`src/rtl/display_pkg.sv`:
```
package display_pkg;

  // horizontal timing, in clocks
  localparam int H_ACTIVE = 32;
  localparam int H_FRONT  = 2;
  localparam int H_SYNC   = 4;
  localparam int H_BACK   = 2;
  localparam int H_TOTAL  = H_ACTIVE + H_FRONT + H_SYNC + H_BACK; // 40

  // vertical timing, in lines
  localparam int V_ACTIVE = 16;
  localparam int V_FRONT  = 1;
  localparam int V_SYNC   = 2;
  localparam int V_BACK   = 1;
  localparam int V_TOTAL  = V_ACTIVE + V_FRONT + V_SYNC + V_BACK; // 20

  localparam int FRAME_PIXELS = H_ACTIVE * V_ACTIVE; // 512 words per image
  localparam int FB_ADDR_W    = $clog2(FRAME_PIXELS);

  localparam int SECTOR_WORDS = 256;                 // 16-bit words per sector
  localparam int IMG_SECTORS  = FRAME_PIXELS / SECTOR_WORDS;
  localparam int SECTOR_IDX_W = (IMG_SECTORS > 1) ? $clog2(IMG_SECTORS) : 1;

  typedef logic [15:0]          pixel_565_t;   // r5 g6 b5
  typedef logic [7:0]           chan8_t;
  typedef logic [31:0]          sector_addr_t;
  typedef logic [FB_ADDR_W-1:0] fb_addr_t;
  typedef logic [5:0]           coord_x_t;     // covers H_TOTAL
  typedef logic [4:0]           coord_y_t;     // covers V_TOTAL

  localparam sector_addr_t IMG_BASE_SECTOR = 32'd1000; // image start on card

endpackage

```
`src/rtl/pixel_formatter.sv`:
```
module pixel_formatter (
  input  logic                    cfg_clk,
  input  logic                    arst_n,
  input  logic                    hsync_in,
  input  logic                    vsync_in,
  input  logic                    active_in,
  input  display_pkg::pixel_565_t pixel,      // buffer output, 1 cycle late
  output logic                    hs_out,
  output logic                    vs_out,
  output logic                    de_out,
  output display_pkg::chan8_t     r_out,
  output display_pkg::chan8_t     g_out,
  output display_pkg::chan8_t     b_out
);
  import display_pkg::*;

  logic   hs_d, vs_d, de_d;   // aligned with the buffer read
  chan8_t r_exp, g_exp, b_exp;

  // repeat top bits so full scale maps to 255
  assign r_exp = {pixel[15:11], pixel[15:13]};
  assign g_exp = {pixel[10:5],  pixel[10:9]};
  assign b_exp = {pixel[4:0],   pixel[4:2]};

  always_ff @(posedge cfg_clk or negedge arst_n)
  begin
    if (!arst_n)
    begin
      {hs_d, vs_d, de_d}       <= 3'b000;
      {hs_out, vs_out, de_out} <= 3'b000;
      r_out <= '0;
      g_out <= '0;
      b_out <= '0;
    end
    else
    begin
      {hs_d, vs_d, de_d}       <= {hsync_in, vsync_in, active_in};
      {hs_out, vs_out, de_out} <= {hs_d, vs_d, de_d};
      r_out <= de_d ? r_exp : '0;        // black outside active video
      g_out <= de_d ? g_exp : '0;
      b_out <= de_d ? b_exp : '0;
    end
  end

endmodule

```
`config.mk`:
```
export PLATFORM = sky130hd
export DESIGN_NAME = pixel_formatter
export DESIGN_NICKNAME = d
export VERILOG_FILES = /design/src/rtl/display_pkg.sv /design/src/rtl/pixel_formatter.sv
export SDC_FILE = /design/constraint.sdc
export NUM_CORES = 1
export LEC_CHECK = 0
export BUFFER_PORTS_ARGS = -buffer_cell sky130_fd_sc_hd__clkbuf_2
export CORE_MARGIN = 8
export CORE_UTILIZATION = 39
export DETAILED_ROUTE_END_ITERATION = 10
export GPL_TIMING_DRIVEN = 0
export PLACE_DENSITY_LB_ADDON = 0.25
export SKIP_CTS_REPAIR_TIMING = 1
export SYNTH_ARGS = -nofsm -noshare
export SYNTH_HDL_FRONTEND = slang
export SYNTH_SLANG_ARGS = --single-unit
```
`constraint.sdc`:
```
create_clock -name cfg_clk -period 1.15 [get_ports cfg_clk]
set_clock_uncertainty 0.15 [all_clocks]
set_input_delay 0.0575 -clock cfg_clk [delete_from_list [all_inputs] [get_ports cfg_clk]]
set_output_delay 0.0575 -clock cfg_clk [all_outputs]
set_load 0.02 [all_outputs]
```
== Yosys cells after proc, flatten, opt, wreduce, memory -nomap -nowiden ==
Cells that the tools add are included.

* Register bits: 30

* Multiplexer cells: 3

{| class="wikitable"
|+ Operators with widths
! kind !! count
|-
| $mux 8 || 3
|}

== Depth between registers and ports, before layout ==
Gate-level depths: netlist (run 1).

* Word-level depth: 1
* Gate-level depth with buffers: 2

== Worst setup path after synthesis (run 1) ==
No wires, ideal clock.

* Path kind: reg2reg
* From: reg de_d
* To: reg g_out[1]
* Slack: 0.191 ns
* Data arrival time: 0.689 ns
* Library setup time: 0.120 ns
* Stages on the path, launching flop included: 3
* Buffers on the path: 1
* Clock period less this slack: 0.959 ns
* Cell sequence: dfrtp_1 -> buf_6 -> and2_2

* Word-level cells in the longest chain between the ends: 1

{| class="wikitable"
|+ Ends and longest elaborated chain
! item !! RTL line !! source
|-
| from (decl) || pixel_formatter.sv:17 || <nowiki>logic hs_d, vs_d, de_d;</nowiki>
|-
| from (signal assigned) || pixel_formatter.sv:37 || <nowiki>{hs_d, vs_d, de_d} <= {hsync_in, vsync_in, active_in};</nowiki>
|-
| $mux 8 || pixel_formatter.sv:40 || <nowiki>g_out <= de_d ? g_exp : '0;</nowiki>
|-
| to (signal assigned) || pixel_formatter.sv:40 ||
|-
| to (decl) || pixel_formatter.sv:12 || <nowiki>output display_pkg::chan8_t g_out,</nowiki>
|}

No other way between the ends.

== Worst setup path after layout (run 1) ==
* From: reg g_out[6]
* To: out g_out[6]

No word-level cell between the ends.

==> flow_summary.toml, run 1 <==
[synthesis]
synth.cell_area_um2 = 737.0
avgSynthCellArea_um2 = 15.68
synth_edf_count = 0
netlist_top_cells_area = "dfrtp_1 75%, and2_2 12%, buf_4 8.1%"
yosysTopAreaCellShare_pct = 74.70
async_reset_ff_share_pct = 100.0
yosys.cell_count.top_type = "dfrtp_1"
synth_fp_nets = 68
synth-seq-cells = 22
yosys.area.top_type = "dfrtp_1"
yosysWarnings = 0
ys_seq_area_share_pct = 74.70
synth_ff_type = "dfrtp_1"
ys_top_cells_by_count = "22 x dfrtp_1, 12 x and2_2, 8 x buf_4"
syn_inst = 47
synth_cell_types = 5

[detailed_routing]
wirelength_um = 1729
drc = 0
dr.pass1.iters = 2
viasPerCell = 3.978
drt-initial-drc-count = 5
ant_nets = 0
wl_per_cell_um = 12.71
via_count = 541

[cells_and_area]
area_growth_pct = 68.42
layout-drive-gt1-share_pct = 58.56
final_nets = 133
finalInstanceArea_um2 = 1241
fin_cells = 136
diodes = 0

[place]
pre_cts_slack_ps = 115.3
dp.cells = 119
hpwl_um = 1187
gp_congestion = 0.6193
dpl_cell_area_um2 = 1003
port_buffers = 47

[floorplan]
initial_utilization_pct = 42.22
die_area_um2 = 3537
num_rows = 15
core_um2 = 1745
die_y_um = 59.47
io_pins = 48
dieWidth_um = 59.47

[global_routing]
antenna_found_initial = 0
first_global_vias = 551
grt_pass1_wl_um = 2401
grt_usage_pct = 9.115
grt_max_degree = 23
grt.overflow.total = 0

[sta]
tns_ps = 0
finalSetupViolCount = 0
max_freq_ghz = 0.8754
slew_headroom_pct = 65.78
rsz0062_at_grt = "true"
tightest_slew_ps = 513.2
maxSlewViolCount = 0
fin_crit_sh_pct = 99.33
hold_violations = 0
layout_setup_ws_ps = 7.717
min_period_ps = 1142

[worst_setup_path]
max_stage_delay_ps = 410
arrival_ps = 930
critical_path_class = "reg2out"
r2r_cells = 2
critPathBufInv = 2
critPathTopFamily = "flip-flops"
critical_path_required_ps = 940
rr_startpoint = "de_d$_DFF_PN0_"
critPathCaptureType = "output pin"
path_max_fanout = 2
worstReg2RegEnd = "r_out[6]$_DFF_PN0_"
path_common_cell = "buf_6"
slowest_stage = "dfrtp_1"
worstSetupStartpointType = "flip-flop"
r2r_setup_slack_ps = 100
cp_cell_sequence = "buf_6, buf_6"

[hold_path]
hp-class = "in2async"

[power]
clock_power_share_pct = 26.8
switching_share_pct = 23.41
combPwrFrac_pct = 17.7
p_int_mw = 1.146
power.switching_uw = 350.1
peakVddDrop_uv = 763.7
leakagePower_nw = 0.6587
seq_power_share_pct = 55.6
p_total_mw = 1.496
cellPowerDensity_nw_per_um2 = 1205

[outcome]
status = "completed"

[clocking]
cts_tree = "yes"
cts_buffer_depth = 2
clockRootBuffer = "clkbuf_4"
insertion_delay_ps = 290
path_clk_slew_ps = 110
cts_made_buffers = 3
cts_max_level = 1
cts.sinks = 22

[job]
cap_violations = 0
## layer usage
| metal | share of wire, % | track usage [%] |
|---|---|---|
| met5 | 0 | 0 |
| met4 | 1.6 | 8.191 |
| met3 | 6.9 | 2.603 |
| met2 | 59 | 15.87 |
| met1 | 32 | 8.355 |
## kinds of logic after synthesis
group                  synth area share [%]
buffers and inverters                 9.678
flip-flops                            74.70
AND/OR/NAND/NOR                       15.62
## worst register-to-register path, cell delays in order (launching register included)
cell     delay [ps]
dfrtp_1         470
buf_6           170
and2_2          160
## layout make-up
type | instances | area (um2)
buffer | 2 | 22.52
multi-input combinational | 16 | 115.1
clock buffer | 4 | 36.28
fill | 130 | 504.2
tap | 25 | 31.28
sequential | 22 | 550.5
timing repair buffer | 67 | 485.5
## worst max-delay path by stage
stage | startpoint | endpoint | slack [ps] | depth (start not counted)
after floorplan | de_d$_DFF_PN0_ | g_out[1]$_DFF_PN0_ | 190 | 2
after global placement | de_d$_DFF_PN0_ | g_out[1]$_DFF_PN0_ | 130 | 2
after detailed placement | de_d$_DFF_PN0_ | r_out[2]$_DFF_PN0_ | 120 | 2
after CTS | g_out[6]$_DFF_PN0_ | g_out[6] | -40 | 2
after global routing | g_out[6]$_DFF_PN0_ | g_out[6] | -50 | 2
final | g_out[6]$_DFF_PN0_ | g_out[6] | 8 | 2
## metrics by stage
step	hold slack [ps]	util, %
5_1_grt	130.0	71.11
4_1_cts	-435.5	59.57
2_1_floorplan	-388.1	-
6_report	110.9	71.11
3_3_place_gp	-101.5	57.49
3_5_place_dp	-93.33	57.49
## power groups by stage
stage / clock (mW) / combinational [mW] / sequential (mW)
final: 0.401 / 0.264 / 0.831
after global routing: 0.451 / 0.284 / 0.837
after CTS: 0.430 / 0.214 / 0.828
after detailed placement: 0 / 0.213 / 0.843
after global placement: 0 / 0.210 / 0.841
after floorplan: 0 / 0.0679 / 0.887
## registers in the layout, indices dropped and copies added, names as in the netlist
name	cells
g_out	6
b_out	5
r_out	5
de_d	1
de_out	1
hs_d	1
hs_out	1
vs_d	1
vs_out	1
## cells in the final DEF (no fill, tap or decap), drive strengths merged
cell type    count
dfrtp           22
and2            16
buf             10
dlygate4sd3     20
clkbuf          43
No activity file was read; power rests on OpenSTA's default activity.
==> inputs of run 2 (changes only) <==
BUFFER_PORTS_ARGS = -buffer_cell sky130_fd_sc_hd__buf_2   (was -buffer_cell sky130_fd_sc_hd__clkbuf_2)
==> run 2 against run 1 <==
  * Fmax is 0.58% lower
  * Combinational power is essentially flat
  * Die area is the same
  * Cell area grew 1.3%
  * Clock power is 44% higher
  * Total power is 12% higher
  * Sequential power barely moved
  * Worst hold slack worse by 45 ps
==> flow_summary.toml, run 2 (synthesis gave the netlist of run 1 again) <==
[detailed_routing]
via_count = 556
ant_nets = 0
drc = 0
drt-initial-drc-count = 5
wirelength_um = 1772
wl_met1_um = 594
top_layer = "met4"
route.met2.wl_um = 999
route.met3.wl_um = 141
viasPerCell = 4.088
wl_per_cell_um = 13.03
dr.pass1.iters = 2

[floorplan]
die_area_um2 = 3537
die_y_um = 59.47
io_pins = 48
core_um2 = 1745
num_rows = 15
dieWidth_um = 59.47
initial_utilization_pct = 42.22

[worst_setup_path]
r2r_cells = 2
worstSetupStartpointType = "flip-flop"
max_stage_delay_ps = 410
critPathBufInv = 2
critical_path_required_ps = 940
cp_num_cells = 2
cp_cell_sequence = "buf_6, buf_6"
arrival_ps = 940
critPathCaptureType = "output pin"
critPathTopFamily = "flip-flops"
path_max_fanout = 2
slowest_stage = "dfrtp_1"
critical_path_class = "reg2out"
path_common_cell = "buf_6"

[sta]
tightest_slew_ps = 453.9
max_freq_ghz = 0.8703
finalSetupViolCount = 0
hold_ws_ps = 65.58
slew_headroom_pct = 69.74
maxSlewViolCount = 0
fin_crit_sh_pct = 99.91
min_period_ps = 1149
rsz0062_at_grt = "true"
hold_violations = 0

[clocking]
cts.sinks = 22
clockRootBuffer = "clkbuf_4"
cts_max_level = 1
cts_tree = "yes"
cts_made_buffers = 3
path_clk_slew_ps = 120
cts_buffer_depth = 2
insertion_delay_ps = 300

[place]
port_buffers = 47
dp.cells = 119
gp_congestion = 0.6097
hpwl_um = 1219

[power]
combPwrFrac_pct = 15.8
power.switching_uw = 366.2
seq_power_share_pct = 49.7
clock_power_share_pct = 34.6
peakVddDrop_uv = 991.0
p_int_mw = 1.306
leakagePower_nw = 0.6664
switching_share_pct = 21.90
cellPowerDensity_nw_per_um2 = 1330

[hold_path]
hp-class = "in2async"

[job]
cap_violations = 0

[cells_and_area]
layout-drive-gt1-share_pct = 58.56
reg_top3 = "g_out: 6 flops, b_out: 5 flops, r_out: 5 flops"
diodes = 0
post-route-util_pct = 72.04
area_growth_pct = 70.63
final_nets = 133
layout_commonest_cell = "buf_2"
top_register = "g_out"
most-common-layout-cells = "39 x buf_2, 22 x dfrtp_1, 20 x dlygate4sd3_1"
fin_cells = 136
largest_reg_flops = 6

[outcome]
status = "completed"

[global_routing]
grt.overflow.total = 0
grt_pass1_wl_um = 2297
grt_usage_pct = 8.668
antenna_found_initial = 0
first_global_vias = 517
grt_max_degree = 23
[run 2: through the flow]
stage / total power [mW] / setup slack [ps] / cell area, um2 / setup TNS, ps
2_1_floorplan: 0.9552 / 191.3 / 737.0 / 0
3_3_place_gp: 1.050 / 124.8 / 1003 / 0
3_5_place_dp: 1.057 / 105.1 / 1003 / 0
4_1_cts: 1.640 / -47.80 / 1056 / -332.4
5_1_grt: 1.735 / -44.90 / 1257 / -44.90
6_report: 1.672 / 1.011 / 1257 / 0
[run 2: path summary, 6_finish.rpt]
check	endpoint	from	slack, ps
max	r_out[7]	r_out[2]$_DFF_PN0_	1
min	b_out[2]$_DFF_PN0_	arst_n	70
max reg2reg	r_out[6]$_DFF_PN0_	de_d$_DFF_PN0_	100
min reg2reg	vs_out$_DFF_PN0_	vs_d$_DFF_PN0_	220
max in group asynchronous	g_out[6]$_DFF_PN0_	arst_n	480
min in group cfg_clk	vs_out$_DFF_PN0_	vs_d$_DFF_PN0_	220
[run 2: power by group through the flow]
stage	clock, mW	combinational, mW	sequential [mW]
3_5_place_dp	0	0.214	0.843
6_report	0.578	0.264	0.831
2_1_floorplan	0	0.0679	0.887
4_1_cts	0.599	0.214	0.828
3_3_place_gp	0	0.210	0.840
5_1_grt	0.615	0.285	0.835
[run 2: per-layer routing]
metal	track usage [%]	up-vias
met5	0	-
met4	7.167	0
met3	2.169	4
met2	15.56	25
met1	7.969	264
li1	-	263
[run 2: layout make-up]
class | instances | area [um2]
Clock inverter | 1 | 30.03
Tap cell | 25 | 31.28
Clock buffer | 3 | 22.52
Fill cell | 127 | 488.0
Buffer | 2 | 22.52
Multi-Input combinational cell | 16 | 115.1
Sequential cell | 22 | 550.5
Timing Repair Buffer | 67 | 485.5
