$ cat config.mk
export PLATFORM = sky130hd
export DESIGN_NAME = display_ctrl
export DESIGN_NICKNAME = d
export VERILOG_FILES = /design/src/rtl/display_pkg.sv /design/src/rtl/display_ctrl.sv
export SDC_FILE = /design/constraint.sdc
export NUM_CORES = 1
export LEC_CHECK = 0
export BUFFER_PORTS_ARGS = -buffer_cell sky130_fd_sc_hd__buf_2
export CAP_MARGIN = 10
export CORE_MARGIN = 5
export CORE_UTILIZATION = 41
export DETAILED_ROUTE_END_ITERATION = 8
export GPL_TIMING_DRIVEN = 1
export PLACE_DENSITY = 0.87
export REMOVE_ABC_BUFFERS = 1
export SYNTH_ARGS = -nofsm -noshare
export SYNTH_HDL_FRONTEND = slang
export SYNTH_SLANG_ARGS = --single-unit
$ cat constraint.sdc
create_clock -name cfg_clk -period 1.7 [get_ports cfg_clk]
set_input_delay 0.34 -clock cfg_clk [delete_from_list [all_inputs] [get_ports cfg_clk]]
set_output_delay 0.34 -clock cfg_clk [all_outputs]
set_load 0.1 [all_outputs]
$ cat src/rtl/display_pkg.sv
package display_pkg;

  // horizontal timing, in clocks
  localparam int H_ACTIVE = 32;
  localparam int H_FRONT  = 2;
  localparam int H_SYNC   = 4;
  localparam int H_BACK   = 2;
  localparam int H_TOTAL  = H_ACTIVE + H_FRONT + H_SYNC + H_BACK; // 40

  // vertical timing, in lines
  localparam int V_ACTIVE = 16;
  localparam int V_FRONT  = 1;
  localparam int V_SYNC   = 2;
  localparam int V_BACK   = 1;
  localparam int V_TOTAL  = V_ACTIVE + V_FRONT + V_SYNC + V_BACK; // 20

  localparam int FRAME_PIXELS = H_ACTIVE * V_ACTIVE; // 512 words per image
  localparam int FB_ADDR_W    = $clog2(FRAME_PIXELS);

  localparam int SECTOR_WORDS = 256;                 // 16-bit words per sector
  localparam int IMG_SECTORS  = FRAME_PIXELS / SECTOR_WORDS;
  localparam int SECTOR_IDX_W = (IMG_SECTORS > 1) ? $clog2(IMG_SECTORS) : 1;

  typedef logic [15:0]          pixel_565_t;   // r5 g6 b5
  typedef logic [7:0]           chan8_t;
  typedef logic [31:0]          sector_addr_t;
  typedef logic [FB_ADDR_W-1:0] fb_addr_t;
  typedef logic [5:0]           coord_x_t;     // covers H_TOTAL
  typedef logic [4:0]           coord_y_t;     // covers V_TOTAL

  localparam sector_addr_t IMG_BASE_SECTOR = 32'd1000; // image start on card

endpackage

$ cat src/rtl/display_ctrl.sv
module display_ctrl (
  input  logic                      cfg_clk,
  input  logic                      arst_n,
  input  logic                      init_end,   // card ready level
  input  logic                      reload,     // new image request
  input  logic                      rd_busy,    // sd controller busy level
  output logic                      rd_en,      // one-cycle read request
  output display_pkg::sector_addr_t rd_addr,
  output logic                      fb_clear,   // rewinds buffer write pointer
  output logic                      load_done,
  output logic                      display_en
);
  import display_pkg::*;

  typedef enum logic [2:0] {
    wait_init,
    start_load,
    issue,
    wait_busy_hi,
    wait_busy_lo,
    showing
  } ctrl_state_t;

  ctrl_state_t             state;
  logic [SECTOR_IDX_W-1:0] sector_idx;     // sector within the image
  logic                    last_sector;

  assign last_sector = (sector_idx == SECTOR_IDX_W'(IMG_SECTORS - 1));

  always_ff @(posedge cfg_clk or negedge arst_n)
  begin
    if (!arst_n)
    begin
      state      <= wait_init;
      sector_idx <= '0;
      rd_addr    <= '0;
    end
    else
    begin
      case (state)
        wait_init:
          if (init_end)
            state <= start_load;
        start_load:
        begin
          sector_idx <= '0;
          rd_addr    <= IMG_BASE_SECTOR;   // first sector of the image
          state      <= issue;
        end
        issue:
          state <= wait_busy_hi;           // rd_en high for this cycle only
        wait_busy_hi:
          if (rd_busy)
            state <= wait_busy_lo;
        wait_busy_lo:
          if (!rd_busy)
          begin
            if (last_sector)
              state <= showing;
            else
            begin
              sector_idx <= sector_idx + 1'b1;
              rd_addr    <= IMG_BASE_SECTOR + sector_addr_t'(sector_idx) + 32'd1;
              state      <= issue;
            end
          end
        showing:
          if (reload)
            state <= start_load;           // drops display, reloads image
        default:
          state <= wait_init;
      endcase
    end
  end

  // outputs decoded straight from the state register
  assign fb_clear   = (state == start_load);
  assign rd_en      = (state == issue);
  assign load_done  = (state == showing);
  assign display_en = (state == showing); // low for the whole load

endmodule

-- Word level (Yosys, flattened, before mapping)
Cells that the tools add are included.
- add/sub/neg operators: 3
- $mul: 0
- divide/modulo/power cells: 0
- magnitude comparators: 0
- eq/ne operators: 10
- shift operators: 0
- mux-type cells: 12
- bitwise gates (word level): 0
- reductions and logical operators: 5
- operators with widths (kind ; number):
    $mux W32 ; 2
    $pmux W32 S2 ; 1
    $pmux W3 S6 ; 1
    $mux W3 ; 5
    $add A11 B1 Y12 const B ; 1
    $add A10 B1 Y11 const A ; 1
    $ne A2 B2 Y1 const B ; 5
    $eq A3 B2 Y1 const B ; 2
    $eq A3 B3 Y1 const B ; 2
    $reduce_and A4 Y1 ; 1
    $eq A3 B1 Y1 const B ; 1
    $logic_not A3 Y1 ; 1
    $reduce_and A3 Y1 ; 1
    $mux W1 ; 2
    $pmux W1 S2 ; 1
    $reduce_and A2 Y1 ; 1
    $reduce_bool A2 Y1 ; 1
    $add A1 B1 Y1 const B ; 1
- bits in registers: 36
- bits in latches: 0
- bits in writable memories: 0
- ROM bits: 0
- input port bits: 5
- output and inout port bits: 36
- word-level logic and storage cells: 33
- memories: 0

-- Logic depth before layout (Yosys ltp)
Gate-level depths: netlist (run 1).
- depth after elaboration: 5
- mapped depth: 4
- depth with buffers taken out: 3

-- Worst setup path before layout (run 1)
OpenSTA, ideal clock, no wires.
- path kind: register to output
- start: reg state[0]
- end: out rd_en
- data arrival time: 2.789 ns
- required time: 1.360 ns
- path slack: -1.429 ns
- stages on the path, launching flop included: 3
- path buffers: 1
- path through: dfrtp_1 -> buf_2 -> nor3b_1
- longest elaborated chain between the ends: 1
- ends and longest elaborated chain (element ; line ; source):
    start, declared ; display_ctrl.sv:24 ; ctrl_state_t state;
    start signal, assigned ; display_ctrl.sv:34 ; state <= wait_init;
    start signal, assigned ; display_ctrl.sv:43 ; state <= start_load;
    start signal, assigned ; display_ctrl.sv:48 ; state <= issue;
    $eq A3 B2 Y1 ; display_ctrl.sv:78 ; assign rd_en = (state == issue);
    end, declared ; display_ctrl.sv:7 ; output logic rd_en,
No other way between the ends.

-- Final worst setup path (run 1)
- start: reg state[1]
- end: out load_done
- longest elaborated chain between the ends: 1
- ends and longest elaborated chain (element ; line ; source):
    $eq A3 B3 Y1 ; display_ctrl.sv:79 ; assign load_done = (state == showing);
    end, declared ; display_ctrl.sv:10 ; output logic load_done,
No other way between the ends.

==> results.rst, run 1 <==
.. list-table::
   :header-rows: 1

   * - Metric
     - Value
   * - Total number of vias
     - 500
   * - Total of flip-flops plus latches after synthesis
     - 7
   * - Mapped Avg Cell Area
     - 8.204 µm²
   * - Post-synthesis cell type with the largest combined area
     - buf_4
   * - Post-route DRC violation count
     - 0
   * - Number of global-route vias before repair
     - ~440
   * - Core area
     - around 0.0015 mm²
   * - Total global-route track usage
     - 11.07%
   * - Distinct cell type count after synthesis
     - 25
   * - Maximum number of pins on one net before global-route repair
     - 13
   * - Clock tree skew after final layout
     - a little under 0.002 ns
   * - Initial cell density of the core
     - 43.02%
   * - Cell Area, Placed
     - around 660 µm²
   * - DR vias/cell
     - ~4.6
   * - Time the final worst path needs with I/O delays and setup
     - between 1.5 and 2 ns
   * - CTS root buf
     - clkbuf_4
   * - Setup repair after global routing missed its margin
     - no
   * - CP max FO
     - 12
   * - Final global-route overflow total
     - 0
   * - Clock buffers created by TritonCTS
     - 3
   * - Width of the chip
     - 49.76 µm
   * - Portion of synthesized cell area occupied by the leading cell type
     - 34.75%
   * - Sequential cell area
     - approximately 180 µm²
   * - Critical setup path kind
     - reg -> out
   * - Wire length of the first global-routing pass
     - between 2000 and 2500 µm
   * - Cell area after technology mapping
     - 648.1 µm²
   * - Number of instances in the synthesized netlist
     - 79
   * - Diode insertion count for antenna repair
     - 0
   * - Design Area, Final
     - about 740 µm²
   * - Crit path launch type
     - flip-flop
   * - Total area of multi-input combinational cells
     - approximately 340 µm²
   * - Arrival time reported for the critical path endpoint
     - about 1.3 ns
   * - Final setup violating endpoints
     - 0
   * - Final period utilization
     - a little over nine tenths
   * - H-tree levels
     - 1
   * - Router iterations before antenna repair
     - 4
   * - TritonCTS clock tree
     - done
   * - Drt wl/cell
     - about 13 µm
   * - Number of max-capacitance violations reported
     - 0
   * - Run status
     - completed
   * - Area overhead of the layout relative to synthesis
     - 14.09%
   * - Initial drt markers
     - 12
   * - Number of buffers inserted by port buffering
     - 16
   * - Worst vdd rail ir drop
     - 0.001580 V
   * - Core utilization of the finished layout
     - between 40 and 50%
   * - Chip height
     - between 40 and 50 µm
   * - Number of core rows
     - 14
   * - Floorplan die area
     - roughly 0.0025 mm²
   * - Max Freq
     - 606.0 MHz
   * - Antenna-violating nets left
     - 0
   * - Power density normalized to cell area
     - between 2000 and 2500 mW/mm²
   * - Number of placed I/O pins
     - slightly above 40
   * - Worst-Skew Late Latency
     - around 0.25 ns
   * - Detail Placement HPWL
     - between 900 and 1000 µm
   * - Required time reported for the critical path endpoint
     - 1.36 ns
   * - Sequential-to-total area share from yosys stat
     - 27.03%
   * - Fillers
     - 147
   * - Main area contributors after synthesis
     - buf_4 35%, dfrtp_1 27%, o21ai_0 4.6%, nor3b_1 3.5%, a21oi_1 2.3%
   * - Nets
     - about 100
   * - Leakage Power
     - roughly 0.00037 µW
   * - Warnings, synthesis
     - 0
   * - Final hold vios
     - 0
   * - Worst-case hold slack
     - around 0.45 ns
   * - CP Capture Type
     - output pin
   * - # clock sinks
     - 7
   * - Number of antenna violations at the first check in global routing
     - 0
   * - Global placement routability congestion
     - 0.7359
   * - Maximum root-to-sink buffer count
     - 2
   * - Share of cells above drive strength 1
     - between 30 and 40%
   * - Clock transition at the register clock pins on the worst setup and hold paths after CTS
     - roughly 0.05 ns
   * - Max Transition Viols Final
     - 0
   * - Class of the tightest hold or removal check
     - in -> async
   * - Final wirelength
     - approximately 1400 µm
## worst max-delay path, stage by stage, from the launching register on
cell,delay [ns]
dfrtp_2,0.48
nor2b_2,0.18
and2_2,0.22
buf_12,0.18
## sequential cells by signal (all words and copies together) (netlist names)
signal	cells
rd_addr	3
state	3
last_sector	1
## area by class of cell
class	count	area share (%)
clock buffers	4	3.553
multi-input cells	62	46.36
flip-flops and latches	7	24.03
well taps	16	2.707
repair buffers	20	23.35
## placed cells by master (no fill, tap or decap), types with 2 or more instances in the layout
master	count
nor3b_1	2
dfrtp_1	5
o21ai_0	6
dfrtp_2	2
buf_12	4
buf_4	3
nor2_1	3
nand2_1	4
a21oi_1	3
clkbuf_4	3
buf_2	12
conb_1	24
## power by group
part / switching [µW] / internal (µW) / total [µW]
registers: 100 / 223 / 324
logic: 794 / 364 / 1160
clock network: 64.4 / 89.8 / 154
## synth_stat cells
| cell type | number |
|---|---|
| o31ai_1 | 1 |
| o41ai_1 | 1 |
| or2b_1 | 1 |
| nor2_1 | 4 |
| nor4_1 | 1 |
| a22o_1 | 1 |
| o21ai_0 | 6 |
| nor3_1 | 1 |
| a21o_1 | 1 |
| or2_1 | 1 |
| nand2b_1 | 2 |
| buf_4 | 30 |
| a211oi_1 | 1 |
| or2_2 | 1 |
| nor3b_1 | 3 |
| a21bo_2 | 1 |
| buf_2 | 3 |
| and2_1 | 1 |
| and3b_1 | 1 |
| a21oi_1 | 3 |
| nand2_1 | 4 |
| or4b_1 | 1 |
| conb_1 | 1 |
| nor2b_1 | 2 |
| dfrtp_1 | 7 |
## kinds of logic (layout without fill, tap and decap cells)
kind of cell	after synthesis	in the layout	share of synthesized area, %
buffers and inverters	33	24	37.07
AND/OR/NAND/NOR	23	23	20.66
AO/OA/AOI/OAI	15	15	14.67
flip-flops	7	7	27.03
other	1	24	0.5786
## timing repair
action,CTS,global route
hold buffers,1,0
gates resized for setup,5,4
setup endpoints to repair,4,3
hold endpoints to repair,7,0
setup buffers,2,0
pin swaps,0,1
## final timing paths
path,from,endpoint,slack (ns),cells past startpoint
setup reg to reg,state[0]$_DFFE_PN0P_,state[1]$_DFFE_PN0P_,0.14,3
min in group cfg_clk,reload,state[1]$_DFFE_PN0P_,0.47,3
setup / recovery,state[1]$_DFFE_PN0P_,load_done,0.05,3
hold reg to reg,rd_addr[0]$_DFFE_PN0P_,rd_addr[0]$_DFFE_PN0P_,0.51,2
max in group asynchronous,arst_n,state[1]$_DFFE_PN0P_,1.08,2
hold / removal,arst_n,last_sector$_DFFE_PN0P_,0.45,2
## metal layers
layer  vias up  part of all wire (%)  track usage (%)  routed length [µm]
met3         2                    16            7.229                 220
met4         0                  0.29            2.620                   4
met5         -                     0                0                   0
met1       222                    33            11.07                 443
li1        236                     -                -                   -
met2        40                    51            18.86                 695
## stage by stage
step	setup TNS [ns]	total power (µW)	setup WS, ns	std cells
floorplan	-21.03	1090	-2.570	69
global placement	0	1340	0.1994	102
detailed placement	0	1370	0.1463	102
CTS	0	1583	0.01645	109
global route	0	1716	0.003349	109
finish	0	1636	0.04982	109
No activity file was read; power rests on OpenSTA's default activity.
==> run 2: changes to the inputs <==
Clock period 1.7 ns to 1.64 ns, I/O delays scaled along.
==> results.rst, run 2 (same netlist as run 1, synthesis figures left out) <==
.. list-table::
   :header-rows: 1

   * - Metric
     - Value
   * - Power density normalized to cell area
     - 2286 mW/mm² (+3.3%)
   * - Number of global-route vias before repair
     - 481 (+9.8%)
   * - Leakage Power
     - 0.0003622 µW (-1.1%)
   * - Maximum root-to-sink buffer count
     - 2 (unchanged)
   * - Setup repair after global routing missed its margin
     - yes
   * - Setup WS post-layout
     - 0.05100 ns (+0.001183 ns)
   * - Number of placed I/O pins
     - 41 (unchanged)
   * - Initial cell density of the core
     - 43.02% (unchanged)
   * - Worst slack after detailed placement
     - 0.1770 ns (+0.03068 ns)
   * - Highest-count cells in the layout ignoring fill and taps
     - 24 x conb_1, 12 x buf_2, 6 x o21ai_0
   * - TritonCTS clock tree
     - done
   * - Width of the chip
     - 49.76 µm (unchanged)
   * - Critical path's top delay family
     - flip-flops
   * - # clock sinks
     - 7 (unchanged)
   * - CP Capture Type
     - output pin
   * - Antenna-violating nets left
     - 0 (unchanged)
   * - Chip height
     - 49.76 µm (unchanged)
   * - H-tree levels
     - 1 (unchanged)
   * - Maximum number of pins on one net before global-route repair
     - 13 (unchanged)
   * - Final wirelength
     - 1274 µm (-6.5%)
   * - Clock transition at the register clock pins on the worst setup and hold paths after CTS
     - 0.06 ns (about the same)
   * - Final period utilization
     - between 90% and 100%
   * - Number of antenna violations at the first check in global routing
     - 0 (unchanged)
   * - Drt wl/cell
     - 11.69 µm (-6.5%)
   * - Leading cell type in the layout, fill and taps excluded
     - conb_1
   * - Final setup violating endpoints
     - 0 (unchanged)
   * - Core area
     - 0.001506 mm² (unchanged)
   * - Share of cells above drive strength 1
     - 33.33% (unchanged)
   * - Launch point of the worst path
     - state[2]$_DFFE_PN0P_
   * - Time the final worst path needs with I/O delays and setup
     - roughly 1.6 ns
   * - Final global-route overflow total
     - 0 (unchanged)
   * - Non-Filler Instances
     - 109 (unchanged)
   * - Worst-case hold slack
     - 0.4248 ns (-0.02437 ns)
   * - Number of max-capacitance violations reported
     - 0 (unchanged)
   * - Maximum cell stage delay along the critical path
     - 0.43 ns (-0.05 ns)
   * - Nets
     - 99 (unchanged)
   * - Net Switching
     - 985.6 µW (+2.8%)
   * - Reg power frac
     - 19.8% (about the same)
   * - Max Freq
     - ~630 MHz
   * - Floorplan die area
     - 0.002476 mm² (unchanged)
   * - Share of total power in the clock network
     - 9.4% (about the same)
   * - Placed instance count
     - 104 (+2.0%)
   * - Total global-route track usage
     - 11.02% (-0.048 points)
   * - Router iterations before antenna repair
     - 3 (-1)
   * - Worst-path cell with the longest stage delay
     - dfrtp_2
   * - Fillers
     - 144 (-2.0%)
   * - Area overhead of the layout relative to synthesis
     - 14.48%
   * - CTS root buf
     - clkbuf_4
   * - Detail Placement HPWL
     - 1019 µm (+4.2%)
   * - Required time reported for the critical path endpoint
     - 1.31 ns (-0.05 ns)
   * - Final hold vios
     - 0 (unchanged)
   * - Clock buffers created by TritonCTS
     - 3 (unchanged)
   * - Worst vdd rail ir drop
     - 0.001215 V (-23%)
   * - Setup TNS
     - 0 ns (unchanged)
   * - Wire length of the first global-routing pass
     - 2049 µm (+1.0%)
   * - Max Transition Viols Final
     - 0 (unchanged)
   * - Comb power frac
     - 70.8% (about the same)
   * - Worst-Skew Late Latency
     - 0.26 ns (about the same)
   * - Crit path launch type
     - flip-flop
   * - Run status
     - completed
   * - Class of the tightest hold or removal check
     - in -> async
   * - Critical setup path kind
     - reg -> out
   * - Global placement routability congestion
     - 0.6944 (-5.6%)
   * - Clock tree skew after final layout
     - 0.006878 ns (+0.004898 ns)
   * - Buf/Inv on CP
     - 1 (unchanged)
   * - Number of core rows
     - 14 (unchanged)
   * - Post-route DRC violation count
     - 0 (unchanged)
   * - Switching fraction of total power
     - 58.12% (-0.47 points)
   * - Number of buffers inserted by port buffering
     - 16 (unchanged)
   * - CP max FO
     - 7 (-5)
   * - Critical path, cell by cell
     - nor2b_2 > and2_4 > buf_12
   * - Initial drt markers
     - 15 (+3)
   * - Internal Power
     - 710.3 µW (+4.8%)
   * - Setup Buffers After CTS
     - 0 (-2)
   * - Diode insertion count for antenna repair
     - 0 (unchanged)
   * - Total design power
     - 1696 µW (+3.6%)
   * - Arrival time reported for the critical path endpoint
     - 1.26 ns (-0.05 ns)
   * - Total number of vias
     - 503 (+0.60%)
   * - DR vias/cell
     - 4.615 (+0.60%)
   * - Worst R2R Start
     - state[2]$_DFFE_PN0P_
[run 2: power groups by stage]
stage,sequential (µW),combinational (µW),clock (µW)
after CTS,320,1160,162
after global placement,304,1130,0
final,335,1200,160
after global routing,348,1260,178
after detailed placement,312,1140,0
after floorplan,377,749,0
[run 2: area by class of cell]
type / instances / area, µm² / share of cell area [%]
multi-input combinational: 62 / 345.3 / 46.54
sequential: 7 / 177.7 / 23.95
timing repair buffer: 20 / 172.7 / 23.27
clock buffer: 4 / 26.28 / 3.541
tap: 16 / 20.02 / 2.698
[run 2: metrics by stage]
stage | instance area (µm²) | util (%)
after floorplan | 494.2 | -
after global placement | 676.9 | 44.93
after detailed placement | 676.9 | 44.93
after CTS | 721.9 | 47.92
after global routing | 742.0 | 49.25
final | 742.0 | 49.25
[run 2: worst paths after layout]
kind | endpoint | slack, ns | cells past startpoint
setup / recovery | display_en | 0.05 | 3
hold / removal | rd_addr[8]$_DFFE_PN0P_ | 0.42 | 2
setup reg to reg | rd_addr[1]$_DFFE_PN0P_ | 0.20 | 4
hold reg to reg | rd_addr[0]$_DFFE_PN0P_ | 0.50 | 2
max in group asynchronous | state[2]$_DFFE_PN0P_ | 1.05 | 2
min in group cfg_clk | state[2]$_DFFE_PN0P_ | 0.48 | 3
[run 2: layer usage]
layer,share of wire (%),track usage (%),vias to the layer above
met5,0,0,-
met4,1.2,6.550,0
met3,13,6.024,2
met2,48,16.53,31
met1,37,12.04,233
li1,-,-,237
[run 2: repair_timing]
action,4_1_cts,5_1_grt
gates resized for setup,4,6
hold endpoints to repair,7,0
pin swaps,0,1
hold buffers,1,0
setup endpoints to repair,4,3
