===== config.mk =====
export PLATFORM = sky130hd
export DESIGN_NAME = video_timing
export DESIGN_NICKNAME = d
export VERILOG_FILES = /design/src/rtl/display_pkg.sv /design/src/rtl/video_timing.sv
export SDC_FILE = /design/constraint.sdc
export NUM_CORES = 1
export LEC_CHECK = 0
export ABC_AREA = 1
export ABC_CLOCK_PERIOD_IN_PS = 1500
export BUFFER_PORTS_ARGS = -buffer_cell sky130_fd_sc_hd__buf_2
export CAP_MARGIN = 20
export CORE_UTILIZATION = 58
export CTS_BUF_LIST = sky130_fd_sc_hd__clkbuf_2 sky130_fd_sc_hd__clkbuf_4 sky130_fd_sc_hd__clkbuf_8
export CTS_CLUSTER_DIAMETER = 30
export DETAILED_ROUTE_END_ITERATION = 6
export PLACE_DENSITY = 0.8
export SLEW_MARGIN = 20
export SYNTH_ARGS = -nofsm -noshare
export SYNTH_HDL_FRONTEND = slang
export SYNTH_SLANG_ARGS = --single-unit

===== constraint.sdc =====
create_clock -name cfg_clk -period 1.5 [get_ports cfg_clk]
set_clock_uncertainty 0.1 [all_clocks]
set_input_delay 0.45 -clock cfg_clk [delete_from_list [all_inputs] [get_ports cfg_clk]]
set_output_delay 0.45 -clock cfg_clk [all_outputs]
set_load 0.02 [all_outputs]

===== src/rtl/display_pkg.sv =====
package display_pkg;

  // horizontal timing, in clocks
  localparam int H_ACTIVE = 32;
  localparam int H_FRONT  = 2;
  localparam int H_SYNC   = 4;
  localparam int H_BACK   = 2;
  localparam int H_TOTAL  = H_ACTIVE + H_FRONT + H_SYNC + H_BACK; // 40

  // vertical timing, in lines
  localparam int V_ACTIVE = 16;
  localparam int V_FRONT  = 1;
  localparam int V_SYNC   = 2;
  localparam int V_BACK   = 1;
  localparam int V_TOTAL  = V_ACTIVE + V_FRONT + V_SYNC + V_BACK; // 20

  localparam int FRAME_PIXELS = H_ACTIVE * V_ACTIVE; // 512 words per image
  localparam int FB_ADDR_W    = $clog2(FRAME_PIXELS);

  localparam int SECTOR_WORDS = 256;                 // 16-bit words per sector
  localparam int IMG_SECTORS  = FRAME_PIXELS / SECTOR_WORDS;
  localparam int SECTOR_IDX_W = (IMG_SECTORS > 1) ? $clog2(IMG_SECTORS) : 1;

  typedef logic [15:0]          pixel_565_t;   // r5 g6 b5
  typedef logic [7:0]           chan8_t;
  typedef logic [31:0]          sector_addr_t;
  typedef logic [FB_ADDR_W-1:0] fb_addr_t;
  typedef logic [5:0]           coord_x_t;     // covers H_TOTAL
  typedef logic [4:0]           coord_y_t;     // covers V_TOTAL

  localparam sector_addr_t IMG_BASE_SECTOR = 32'd1000; // image start on card

endpackage


===== src/rtl/video_timing.sv =====
module video_timing (
  input  logic                  cfg_clk,
  input  logic                  arst_n,
  input  logic                  display_en,  // low holds the frame origin
  output logic                  hsync,       // active high
  output logic                  vsync,       // active high
  output logic                  active,
  output display_pkg::fb_addr_t rd_index     // row-major pixel index
);
  import display_pkg::*;

  coord_x_t h_cnt;
  coord_y_t v_cnt;
  logic     h_last;
  logic     v_last;
  logic     h_sync_win;
  logic     v_sync_win;
  logic     in_active;
  fb_addr_t pix_index;

  assign h_last = (h_cnt == coord_x_t'(H_TOTAL - 1));
  assign v_last = (v_cnt == coord_y_t'(V_TOTAL - 1));

  // sync windows sit after the front porches
  assign h_sync_win = (h_cnt >= coord_x_t'(H_ACTIVE + H_FRONT)) &&
                      (h_cnt <  coord_x_t'(H_ACTIVE + H_FRONT + H_SYNC));
  assign v_sync_win = (v_cnt >= coord_y_t'(V_ACTIVE + V_FRONT)) &&
                      (v_cnt <  coord_y_t'(V_ACTIVE + V_FRONT + V_SYNC));

  assign in_active = (h_cnt < coord_x_t'(H_ACTIVE)) && (v_cnt < coord_y_t'(V_ACTIVE));
  assign pix_index = in_active ? fb_addr_t'(v_cnt * H_ACTIVE + h_cnt) : '0;

  // free-running counters while the display is enabled
  always_ff @(posedge cfg_clk or negedge arst_n)
  begin
    if (!arst_n)
    begin
      h_cnt <= '0;
      v_cnt <= '0;
    end
    else if (!display_en)
    begin
      h_cnt <= '0;                        // park at the origin
      v_cnt <= '0;
    end
    else if (h_last)
    begin
      h_cnt <= '0;
      v_cnt <= v_last ? '0 : v_cnt + 1'b1;
    end
    else
      h_cnt <= h_cnt + 1'b1;
  end

  // syncs, active and index leave on the same edge
  always_ff @(posedge cfg_clk or negedge arst_n)
  begin
    if (!arst_n)
    begin
      hsync    <= 1'b0;
      vsync    <= 1'b0;
      active   <= 1'b0;
      rd_index <= '0;
    end
    else
    begin
      hsync    <= display_en && h_sync_win;
      vsync    <= display_en && v_sync_win;
      active   <= display_en && in_active;
      rd_index <= pix_index;
    end
  end

endmodule


# [Yosys cells after proc, flatten, opt, wreduce, memory -nomap -nowiden]
# Index checks and enable logic that the tools add are counted.
# W data, S select, Z words.
[classes] n_mux=6 n_lt_le_gt_ge=6 eq_ne=3 add_sub_neg=3 reduce_logical=6
[op_table] op="$mux W5" count=3
[op_table] op="$lt A6 B6 Y1 const B" count=2
[op_table] op="$mux W6" count=2
[op_table] op="$lt A5 B5 Y1 const B" count=2
[op_table] op="$add A9 B6 Y9" count=1
[op_table] op="$mux W9" count=1
[op_table] op="$add A6 B1 Y6 const B" count=1
[op_table] op="$eq A6 B6 Y1 const B" count=1
[op_table] op="$ge A6 B6 Y1 const B" count=1
[op_table] op="$logic_and A1 B1 Y1" count=6
[op_table] op="$add A5 B1 Y5 const B" count=1
[op_table] op="$eq A5 B5 Y1 const B" count=1
[op_table] op="$ge A5 B5 Y1 const B" count=1
[op_table] op="$ne A2 B1 Y1 const B" count=1
[word_totals] register_bits=23 in_bits=3 wordCells=30 output_inout_bits=12

# [Logic depth before layout (Yosys ltp)]
# Gate-level depths: netlist of the first run.
[depth] word_depth=4 depth_mapped=8 ltp_nobuf=8

# [Worst setup path before layout of the first run]
# Ideal clock, no wire load.
[synth_path] path_kind="reg-to-reg" from="register h_cnt[1]" to="register v_cnt[1]" path_stages_with_launch=7 required_ns=1.284 setup_time_ns=0.116 period_less_slack_ns=1.234 path_buffers=0 t_arrival_ns=1.017 path_slack_ns=0.266 cell_sequence="dfrtp_1 -> ha_1 -> nand3_2 -> nor2_4 -> nor2_4 -> nand2_1 -> nand2_1"
[synth_via] elab_chain_len=2
[synth_lines] item="from (decl)" line_no="video_timing.sv:12" text="coord_x_t h_cnt;"
[synth_lines] item="from (signal assigned)" line_no="video_timing.sv:52" text="h_cnt <= h_cnt + 1'b1;"
[synth_lines] item="$eq A6 B6 Y1" line_no="video_timing.sv:21" text="assign h_last = (h_cnt == coord_x_t'(H_TOTAL - 1));"
[synth_lines] item="$ne A2 B1 Y1 (no line)"
[synth_lines] item="to (signal assigned)" line_no="video_timing.sv:49" text="v_cnt <= v_last ? '0 : v_cnt + 1'b1;"
[synth_lines] item="to (decl)" line_no="video_timing.sv:13" text="coord_y_t v_cnt;"
# No other way between the ends.
# A chain may end at the register's enable or synchronous reset.

# [Worst setup path in the final report of the first run]
[layout_path] from="register hsync" to="output hsync"
[layout_rtl] item="from (decl)" line_no="video_timing.sv:5" text="output logic hsync,"
[layout_rtl] item="from (signal assigned)" line_no="video_timing.sv:67" text="hsync <= display_en && h_sync_win;"
# No word-level cell between the ends.

==> results of run 1 <==
[synth_stat cells, drive strengths merged]
master	n	share of area, %
buf	2	1.7
xor2	5	3.9
xnor2	1	0.78
nand2	27	9.7
o21ai	3	1.3
inv	19	6.3
ha	6	6.7
nor3	2	0.89
a21oi	2	0.89
nand3	10	5.3
nor2	28	12
dfrtp	23	51
[final timing paths]
kind                       cells after the start  slack, ps               endpoint
min in group cfg_clk                           3        330     h_cnt[2]$_DFF_PN0_
max reg2reg                                    6        120   v_cnt[1]$_DFFE_PN0P_
max in group asynchronous                      1        990   v_cnt[3]$_DFFE_PN0P_
min                                            1        -30  rd_index[2]$_DFF_PN0_
max                                            1         90                  hsync
min reg2reg                                    1        400     h_cnt[0]$_DFF_PN0_
[sequential cells by signal, indices dropped and copies added (netlist names)]
name,cells
v_cnt,5
rd_index,9
active,1
vsync,1
h_cnt,6
hsync,1
[layout make-up]
class	instances	area, sq um	area share (%)
clock buffers	4	30.0	2.41
repair buffers	15	77.6	6.22
flip-flops and latches	23	576	46.1
inverters	19	71.3	5.72
well taps	25	31.3	2.51
multi-input cells	84	462	37.0
[cell usage in the layout, fill, tap and decap left out, types with 2 or more instances in the layout]
cell,n
nand3_2,2
ha_1,6
clkbuf_4,4
nor2_4,3
nand2_1,24
nand2_2,3
a21oi_1,2
xor2_1,5
nor2_1,24
buf_2,14
nand3_1,8
nor3_1,2
dfrtp_1,23
o21ai_1,2
inv_2,3
inv_1,16
[stage by stage]
stage	util (%)	instances
2_1_floorplan	-	128
3_3_place_gp	68.3	166
3_5_place_dp	68.3	166
4_1_cts	70.0	170
5_1_grt	70.0	170
6_report	70.0	170
[cell families (layout without fill, tap and decap cells)]
group / after synthesis / in the layout / synth area share, %
simple gates: 67 / 67 / 27.4
flops: 23 / 23 / 51.1
buf+inv: 21 / 38 / 7.99
fa+ha+maj: 6 / 6 / 6.66
xor+xnor: 6 / 6 / 4.66
compound gates: 5 / 5 / 2.22
[per-layer routing]
| layer | track usage (%) | vias up |
|---|---|---|
| met5 | 0 | - |
| met4 | 11.8 | 0 |
| met3 | 2.35 | 7 |
| met2 | 34.9 | 29 |
| met1 | 31.7 | 394 |
| li1 | - | 427 |
[power breakdown]
part           internal (mW)  switching (mW)  leakage [nW]
registers              0.634          0.0114         0.314
clock network          0.122           0.189        0.0184
logic                 0.0199          0.0485         0.349
total                  0.776           0.249         0.682
==> summary.md, run 1 <==
| Metric | Value |
|---|---|
| Outcome | complete, but fails checks |
| Failing checks | hold timing |
| Drt first pass iters | 4 |
| Routed met2 length | 950 um |
| CTS Hold Bufs | 0 |
| Final setup fails | 0 |
| Worst Tran Pin Value | 486 ps |
| Initial antenna violation count | 0 |
| DP HPWL | 1.48 mm |
| CTS clock-pin slew for the worst setup and hold paths | 130 ps |
| Via-per-instance ratio | 5.04 |
| Metal-1 WL | 967 um |
| CP top delay family | flip-flops |
| RSZ-0062 raised after global routing | no |
| Synth Cell Area | 1130 sq um |
| CP startpoint | hsync$_DFF_PN0_ |
| Largest net degree at the start of global routing | 24 |
| Die width | 46.1 um |
| Worst Hold Class | in -> async |
| Lkg Pwr | 0.682 nW |
| Clock root buffer | clkbuf_4 |
| Core area | 1780 sq um |
| Drt drc | 0 |
| CTS max path bufs | 2 |
| Share of layout cells above drive strength 1 | 21.4% |
| Yosys warns | 0 |
| Antenna viol nets, final | 0 |
| Total wire length | 2.06 mm |
| Critical Path Max Stage Delay | 390 ps |
| Nets@finish | 155 |
| Final instance area | 1250 sq um |
| Pwr dens | 821 nW/um^2 |
| R2R Path Start | h_cnt[1]$_DFF_PN0_ |
| Total GRT Usage | 22.8% |
| Final Cycle Share | 93.9% |
| Synth Instances | 128 |
| Fin worst setup slack | 91.1 ps |
| Hold_ws | -29.4 ps |
| Drt initial violations | 31 |
| Top Ports | 15 |
| Slew Limit Headroom | 67.6% |
| Setup_tns | 0 ps |
| Synth Register Bits | 23 |
| Pins Over Slew Limit | 0 |
| Worst path slowest cell | dfrtp_1 |
| CP cell instances | buf_2 |
| Avg Synthesized Cell Area | 8.81 sq um |
| Vias in the first global route | 758 |
| Post-CTS setup buffers | 0 |
| Fin. Hold Viols | 23 |
| TritonCTS buffer count | 3 |
| Max layer used | met4 |
| Global-route wire length before repair | 3.35 mm |
| Max Fclk | 710 MHz |
| Area grow syn2layout | 10.7% |
| CP required | 950 ps |
| CTS sink count | 23 |
| Total Power | 1.02 mW |
| Buf/Inv on CP | 1 |
| Die height | 46.1 um |
| Worst setup EP type | output port |
| Worst EP arrival | 860 ps |
| # diodes | 0 |
| Routed met3 length | 95 um |
| Fillcell total | 134 |
| Post_cts resized | 0 |
| DIE AREA | 2120 sq um |
| Syn nets | 137 |
| Worst-Skew Late Latency | 320 ps |
| Placed inst area | 1220 sq um |
| Clock tree from TritonCTS | done |
| Total grt overflow | 0 |
| H-tree Lvls | 1 |
| DR WL/cell | 12.1 um |
| Yosys cell types | 19 |
| Rows | 15 |
| Sequential share of the synthesized area | 51.1% |
| Vias | 857 |
| MaxCap Viol Count | 0 |
| Crit path time final | 1410 ps |
| Kind of critical path | reg -> out |
| PortBufs | 14 |
| Dpl ws | 149 ps |
| Startpoint types | flip-flop |
| Initial Util | 63.2% |
| Peak VDD IR | 0.585 mV |
| Gpl congestion | 0.817 |
| Maximum fanout along the worst path | 1 |
Note: power is estimated with default switching activity, not from simulation.
==> inputs of run 2 (changes only) <==
==> constraint.sdc (replaced) <==
create_clock -name cfg_clk -period 1.5 [get_ports cfg_clk]
set_clock_uncertainty 0.1 [all_clocks]
set_input_delay 0.225 -clock cfg_clk [delete_from_list [all_inputs] [get_ports cfg_clk]]
set_output_delay 0.225 -clock cfg_clk [all_outputs]
set_load 0.02 [all_outputs]
==> run 2 against run 1 <==
The flow now finishes without violations; clock power hardly changed; sequential share of layout area is 0.37 points lower; total power is 0.19% higher; worst hold slack better by 140 ps; fmax is 1.8% higher; final cell count is 0.59% higher; flip-flop and latch count stayed put; combinational power is 2.9% higher; critical path depth is 5 higher; largest cell class unchanged.
==> summary.md, run 2 (synthesis results as in run 1) <==
| Metric | Value |
|---|---|
| Final Cycle Share | 92.3% |
| DIE AREA | 2120 sq um |
| TritonCTS buffer count | 3 |
| Final instance area | 1260 sq um |
| CP required | 1620 ps |
| Worst Reg-to-Reg Cells | 6 |
| Crit path time final | 1380 ps |
| Slew Limit Headroom | 67.5% |
| Pins Over Slew Limit | 0 |
| Share of layout cells above drive strength 1 | 21.2% |
| Worst Tran Pin Value | 488 ps |
| Final setup fails | 0 |
| Antenna viol nets, final | 0 |
| Switching power | 0.249 mW |
| Area grow syn2layout | 11.5% |
| Peak VDD IR | 0.586 mV |
| Max Fclk | 722 MHz |
| MaxCap Viol Count | 0 |
| Largest net degree at the start of global routing | 24 |
| Top flop regs | rd_index x9, h_cnt x6, v_cnt x5 |
| Max reg flops | 9 |
| RSZ-0062 raised after global routing | no |
| Drt initial violations | 31 |
| Clock root buffer | clkbuf_4 |
| DR WL/cell | 12.1 um |
| Reg with most FFs | rd_index |
| Outcome | finished clean |
| Routed met2 length | 954 um |
| Drt drc | 0 |
| Fillcell total | 133 |
| Worst-Skew Late Latency | 320 ps |
| CP cell instances | ha_1 -> nand3_2 -> nor2_4 -> nor2_4 -> nand2_1 -> nand2_1 |
| Hold Startpoint | display_en |
| Worst path slowest cell | dfrtp_1 |
| Worst setup EP type | flip-flop |
| Total Power | 1.03 mW |
| CTS clock-pin slew for the worst setup and hold paths | 130 ps |
| Worst Hold Class | in -> reg |
| DP Cell Count | 166 |
| Sequential Power Share | 62.9% |
| # diodes | 0 |
| R2r endpoint | v_cnt[1]$_DFFE_PN0P_ |
| Nets@finish | 156 |
| Most frequent cells in the layout | 24 x nor2_1, 24 x nand2_1, 23 x dfrtp_1, 16 x inv_1, 14 x buf_2 |
| Finished Layout Cells | 171 |
| PortBufs | 14 |
| Pwr dens | 816 nW/um^2 |
| Setup_tns | 0 ps |
| Total wire length | 2.07 mm |
| Drt first pass iters | 4 |
| Post-CTS setup buffers | 0 |
| Worst EP arrival | 1500 ps |
| Placed inst area | 1220 sq um |
| Critical Path Max Stage Delay | 440 ps |
| Clock tree from TritonCTS | done |
| Net Sw Frac | 24.3% |
| CTS max path bufs | 2 |
| Logic pwr share | 6.9% |
| H-tree Lvls | 1 |
| Rows | 15 |
| Lkg Pwr | 0.686 nW |
| Total GRT Usage | 22.8% |
| Vias in the first global route | 758 |
| Total grt overflow | 0 |
| CTS sink count | 23 |
| Fin. Hold Viols | 0 |
| R2R setup slack | 120 ps |
| CTS Hold Bufs | 1 |
| Metal-1 WL | 969 um |
| Initial Util | 63.2% |
| Top Ports | 15 |
| Max layer used | met4 |
| Clock group share of total power | 30.3% |
| Worst Setup EP | v_cnt[1]$_DFFE_PN0P_ |
| Core area | 1780 sq um |
| Startpoint types | flip-flop |
| Pint | 0.777 mW |
| Hold_ws | 109 ps |
| Routed met3 length | 95 um |
| Gpl congestion | 0.817 |
| CP startpoint | h_cnt[1]$_DFF_PN0_ |
| FF/Latch Area | 576 sq um |
| Post_cts resized | 0 |
| Die height | 46.1 um |
| Kind of critical path | reg -> reg |
| Area occupied by multi-input gates | 462 sq um |
| R2R Path Start | h_cnt[1]$_DFF_PN0_ |
| Global-route wire length before repair | 3.35 mm |
| Vias | 864 |
| Maximum fanout along the worst path | 5 |
| Initial antenna violation count | 0 |
| Die width | 46.1 um |
| DP HPWL | 1.48 mm |
| Via-per-instance ratio | 5.05 |
| Fin util | 70.5% |
| Fin worst setup slack | 115 ps |
| Dpl ws | 149 ps |
run 2: worst min path at each step:
stage	end	slack [ps]	depth (start not counted)
finish	h_cnt[2]$_DFF_PN0_	110	3
global route	v_cnt[0]$_DFFE_PN0P_	140	3
CTS	h_cnt[2]$_DFF_PN0_	100	3
detailed placement	rd_index[2]$_DFF_PN0_	120	1
global placement	rd_index[2]$_DFF_PN0_	110	1
floorplan	active$_DFF_PN0_	-170	0
run 2: layout make-up:
class	count	share of cell area (%)
Inverter	19	5.67
Tap cell	25	2.49
Multi-Input combinational cell	84	36.7
Timing Repair Buffer	16	6.97
Clock buffer	4	2.39
Sequential cell	23	45.8
run 2: per-layer routing:
metal  vias to the layer above  GRT usage, %
li1                        429             -
met1                       399          31.7
met2                        29          34.9
met3                         7          2.35
met4                         0          11.8
met5                         -             0
run 2: power groups by stage:
stage                     sequential [mW]  combinational [mW]  clock [mW]
after global placement              0.657              0.0674           0
final                               0.645              0.0704       0.311
after global routing                0.648              0.0807       0.329
after detailed placement            0.657              0.0697           0
after CTS                           0.645              0.0719       0.312
after floorplan                     0.664              0.0336           0
run 2: worst max-delay path: cells and delay by family (launching register included):
family	cells	cell delay, ps
fa+ha+maj	1	290
flops	1	440
simple gates	5	450
==> inputs of run 3 (changes only) <==
--- a/config.mk
+++ b/config.mk
@@ -5,7 +5,7 @@
 export SDC_FILE = /design/constraint.sdc
 export NUM_CORES = 1
 export LEC_CHECK = 0
-export ABC_AREA = 1
+export ABC_AREA = 0
 export ABC_CLOCK_PERIOD_IN_PS = 1500
 export BUFFER_PORTS_ARGS = -buffer_cell sky130_fd_sc_hd__buf_2
 export CAP_MARGIN = 20
@@ -13,7 +13,7 @@
 export CTS_BUF_LIST = sky130_fd_sc_hd__clkbuf_2 sky130_fd_sc_hd__clkbuf_4 sky130_fd_sc_hd__clkbuf_8
 export CTS_CLUSTER_DIAMETER = 30
 export DETAILED_ROUTE_END_ITERATION = 6
-export PLACE_DENSITY = 0.8
+export PLACE_DENSITY = 0.81
 export SLEW_MARGIN = 20
 export SYNTH_ARGS = -nofsm -noshare
 export SYNTH_HDL_FRONTEND = slang
==> run 3 against run 2 <==
The run now ends with setup timing left; total power fell by 1.0%; register-to-register slack got worse by 270 ps; global-route usage rose by 5.2 points; combinational power rose by 28%; non-clock buffer count rose by 23; largest cell class unchanged.
==> summary.md, run 3 <==
| Metric | Value |
|---|---|
| Post-Synth Adder-Cell Area | 7.14% |
| Most frequent cells in the layout | 23 x buf_4, 21 x dfrtp_1, 14 x buf_2 |
| Critical Path Max Stage Delay | 500 ps |
| Fin util | 82.9% |
| H-tree Lvls | 1 |
| Synth Instances | 96 |
| Pwr dens | 718 nW/um^2 |
| Worst Hold Class | in -> reg |
| Total wire length | 2.86 mm |
| CTS max path bufs | 2 |
| Reg with most FFs | rd_index |
| Synth Flop Type | dfrtp_1 |
| Main combinational cell family by area after synthesis | simple AND/OR/NAND/NOR gates |
| Post-synthesis compound-gate area fraction | 8.69% |
| DR WL/cell | 18.0 um |
| Pint | 0.767 mW |
| TritonCTS buffer count | 3 |
| Finished Layout Cells | 159 |
| Startpoint types | flip-flop |
| Worst Tran Pin Value | 514 ps |
| Avg Synthesized Cell Area | 10.9 sq um |
| Worst setup EP type | flip-flop |
| Total GRT Usage | 28.0% |
| Pins Over Slew Limit | 0 |
| Vias in the first global route | 848 |
| Fin worst setup slack | -155 ps |
| Core area | 1710 sq um |
| Largest net degree at the start of global routing | 24 |
| Die width | 44.6 um |
| XOR/XNOR share of the synthesized area | 4.17% |
| Clock tree from TritonCTS | done |
| Worst EP arrival | 1790 ps |
| Sequential share of the synthesized area | 54.8% |
| Final instance area | 1420 sq um |
| Final Cycle Share | 110% |
| Mux cell area share after synthesis | 0% |
| Synth Cell Area | 1050 sq um |
| Initial Util | 61.5% |
| Slew Limit Headroom | 65.7% |
| Logic pwr share | 8.9% |
| Drt first pass iters | 6 |
| Post-synth EDFFs | 0 |
| Lkg Pwr | 0.692 nW |
| CP cell instances | or3b_4 -> or4b_4 -> a21oi_2 |
| Fillcell total | 88 |
| Clock root buffer | clkbuf_4 |
| Top flop regs | rd_index x9, h_cnt x6, v_cnt x5 |
| PortBufs | 14 |
| Worst-Skew Late Latency | 310 ps |
| Drt initial violations | 43 |
| Gpl congestion | 0.853 |
| Post-synth top area share | 54.8% |
| RSZ-0062 raised after global routing | yes |
| Max Fclk | 604 MHz |
| FF/Latch Area | 578 sq um |
| Yosys cell types | 29 |
| Fin. Hold Viols | 0 |
| Final setup fails | 7 |
| Placed inst area | 1250 sq um |
| Synthesized-area fraction occupied by and/or/nand/nor cells | 21.3% |
| Global-route wire length before repair | 3.81 mm |
| Synth area leader | dfrtp_1 |
| Initial antenna violation count | 0 |
| Net Sw Frac | 24.5% |
| Vias | 922 |
| Yosys warns | 0 |
| DP HPWL | 1.61 mm |
| MaxCap Viol Count | 0 |
| Post-synthesis async set-or-reset flop share | 100% |
| Drt drc | 0 |
| Synth Register Bits | 23 |
| Die height | 44.6 um |
| Kind of critical path | reg -> reg |
| Most frequent cell after synthesis | dfrtp_1 |
| CTS sink count | 23 |
| R2R setup slack | -160 ps |
| DP Cell Count | 146 |
| Max reg flops | 9 |
| Rows | 15 |
| Total grt overflow | 0 |
| Nets@finish | 144 |
| Failing checks | setup timing |
| Outcome | complete, but fails checks |
| Switching power | 0.249 mW |
| Top Ports | 15 |
| Crit path time final | 1660 ps |
| Worst path slowest cell | or4b_4 |
| Via-per-instance ratio | 5.80 |
| CP top delay family | simple AND/OR/NAND/NOR gates |
| Maximum fanout along the worst path | 5 |
| Area grow syn2layout | 34.6% |
| Share of layout cells above drive strength 1 | 41.8% |
| Clock group share of total power | 28.0% |
| Sequential Power Share | 63.1% |
| Most common cell after layout, fill and taps aside | buf_4 |
| DIE AREA | 1990 sq um |
| Antenna viol nets, final | 0 |
| Area occupied by multi-input gates | 503 sq um |
| Synth top area cells | dfrtp_1 55%, ha_1 7.1%, and2_1 3.6%, a21oi_1 2.9%, nand3_1 2.9% |
| # diodes | 0 |
| CP required | 1630 ps |
| Buf/Inv on CP | 0 |
| CTS clock-pin slew for the worst setup and hold paths | 130 ps |
| Dpl ws | -101 ps |
| Syn nets | 105 |
| Peak VDD IR | 0.553 mV |
## run 3: cell types whose count changed in the layout (fill, tap and decap cells not counted), moves of 4 or more
cell     previous run  this run
buf_4               1        23
nor2_1             24         6
ha_1                6         2
and2_1              0         6
inv_1              16         2
o21ai_0             1         5
nand2_1            24         2
## run 3: layer usage
| layer | vias to the layer above | GRT usage (%) | wire length [um] |
|---|---|---|---|
| met1 | 456 | 31.5 | 1120 |
| met5 | - | 0 | 0 |
| li1 | 411 | - | - |
| met4 | 0 | 13.3 | 65 |
| met2 | 47 | 50.6 | 1540 |
| met3 | 8 | 5.31 | 140 |
## run 3: path summary, 6_finish.rpt
check / start / to / cells past startpoint
min in group asynchronous: arst_n / rd_index[8]$_DFF_PN0_ / 2
worst min-delay path: display_en / vsync$_DFF_PN0_ / 2
worst min register to register: h_cnt[0]$_DFF_PN0_ / h_cnt[0]$_DFF_PN0_ / 2
worst max-delay path: h_cnt[4]$_DFF_PN0_ / v_cnt[1]$_DFFE_PN0P_ / 3
worst max register to register: h_cnt[4]$_DFF_PN0_ / v_cnt[1]$_DFFE_PN0P_ / 3
max in group asynchronous: arst_n / v_cnt[0]$_DFFE_PN0P_ / 2
## run 3: power groups by stage
stage | Sequential [mW] | Clock [mW] | Combinational, mW
after global routing | 0.644 | 0.308 | 0.0979
after detailed placement | 0.653 | 0 | 0.0831
final | 0.641 | 0.284 | 0.0901
after CTS | 0.641 | 0.284 | 0.0877
after floorplan | 0.665 | 0 | 0.0272
after global placement | 0.652 | 0 | 0.0810
## run 3: what timing repair did
action,4_1_cts,5_1_grt
endpoints found under the hold margin,23,0
resized for setup,3,12
pin swaps,2,2
buffers inserted,4,4
hold buffers,1,0
endpoints found under the setup margin,5,8
cloned,0,0
## run 3: area by class of cell
cell class / instances / area share (%)
Inverter: 3 / 0.796
Clock inverter: 1 / 0.354
Tap cell: 25 / 2.21
Timing Repair Buffer: 39 / 18.7
Sequential cell: 23 / 40.8
Multi-Input combinational cell: 65 / 35.5
Clock buffer: 3 / 1.59
## run 3: metrics by stage
| step | hold slack, ps | power, mW | TNS [ps] |
|---|---|---|---|
| 6_report | 170 | 1.02 | -693 |
| 5_1_grt | 168 | 1.05 | -1030 |
| 4_1_cts | 141 | 1.01 | -406 |
| 3_5_place_dp | 123 | 0.736 | -373 |
| 3_3_place_gp | 113 | 0.733 | -110 |
| 2_1_floorplan | -171 | 0.692 | -256 |
## run 3: kinds of logic after synthesis
kind of cell / count (synthesis)
xor+xnor: 5
flops: 23
fa+ha+maj: 6
simple gates: 38
compound gates: 16
buf+inv: 8
## run 3: worst reg2reg max path, cell delays in order (launching register included)
cell and delay [ps]:
dfrtp_1 400, or3b_4 440, or4b_4 500, a21oi_2 140
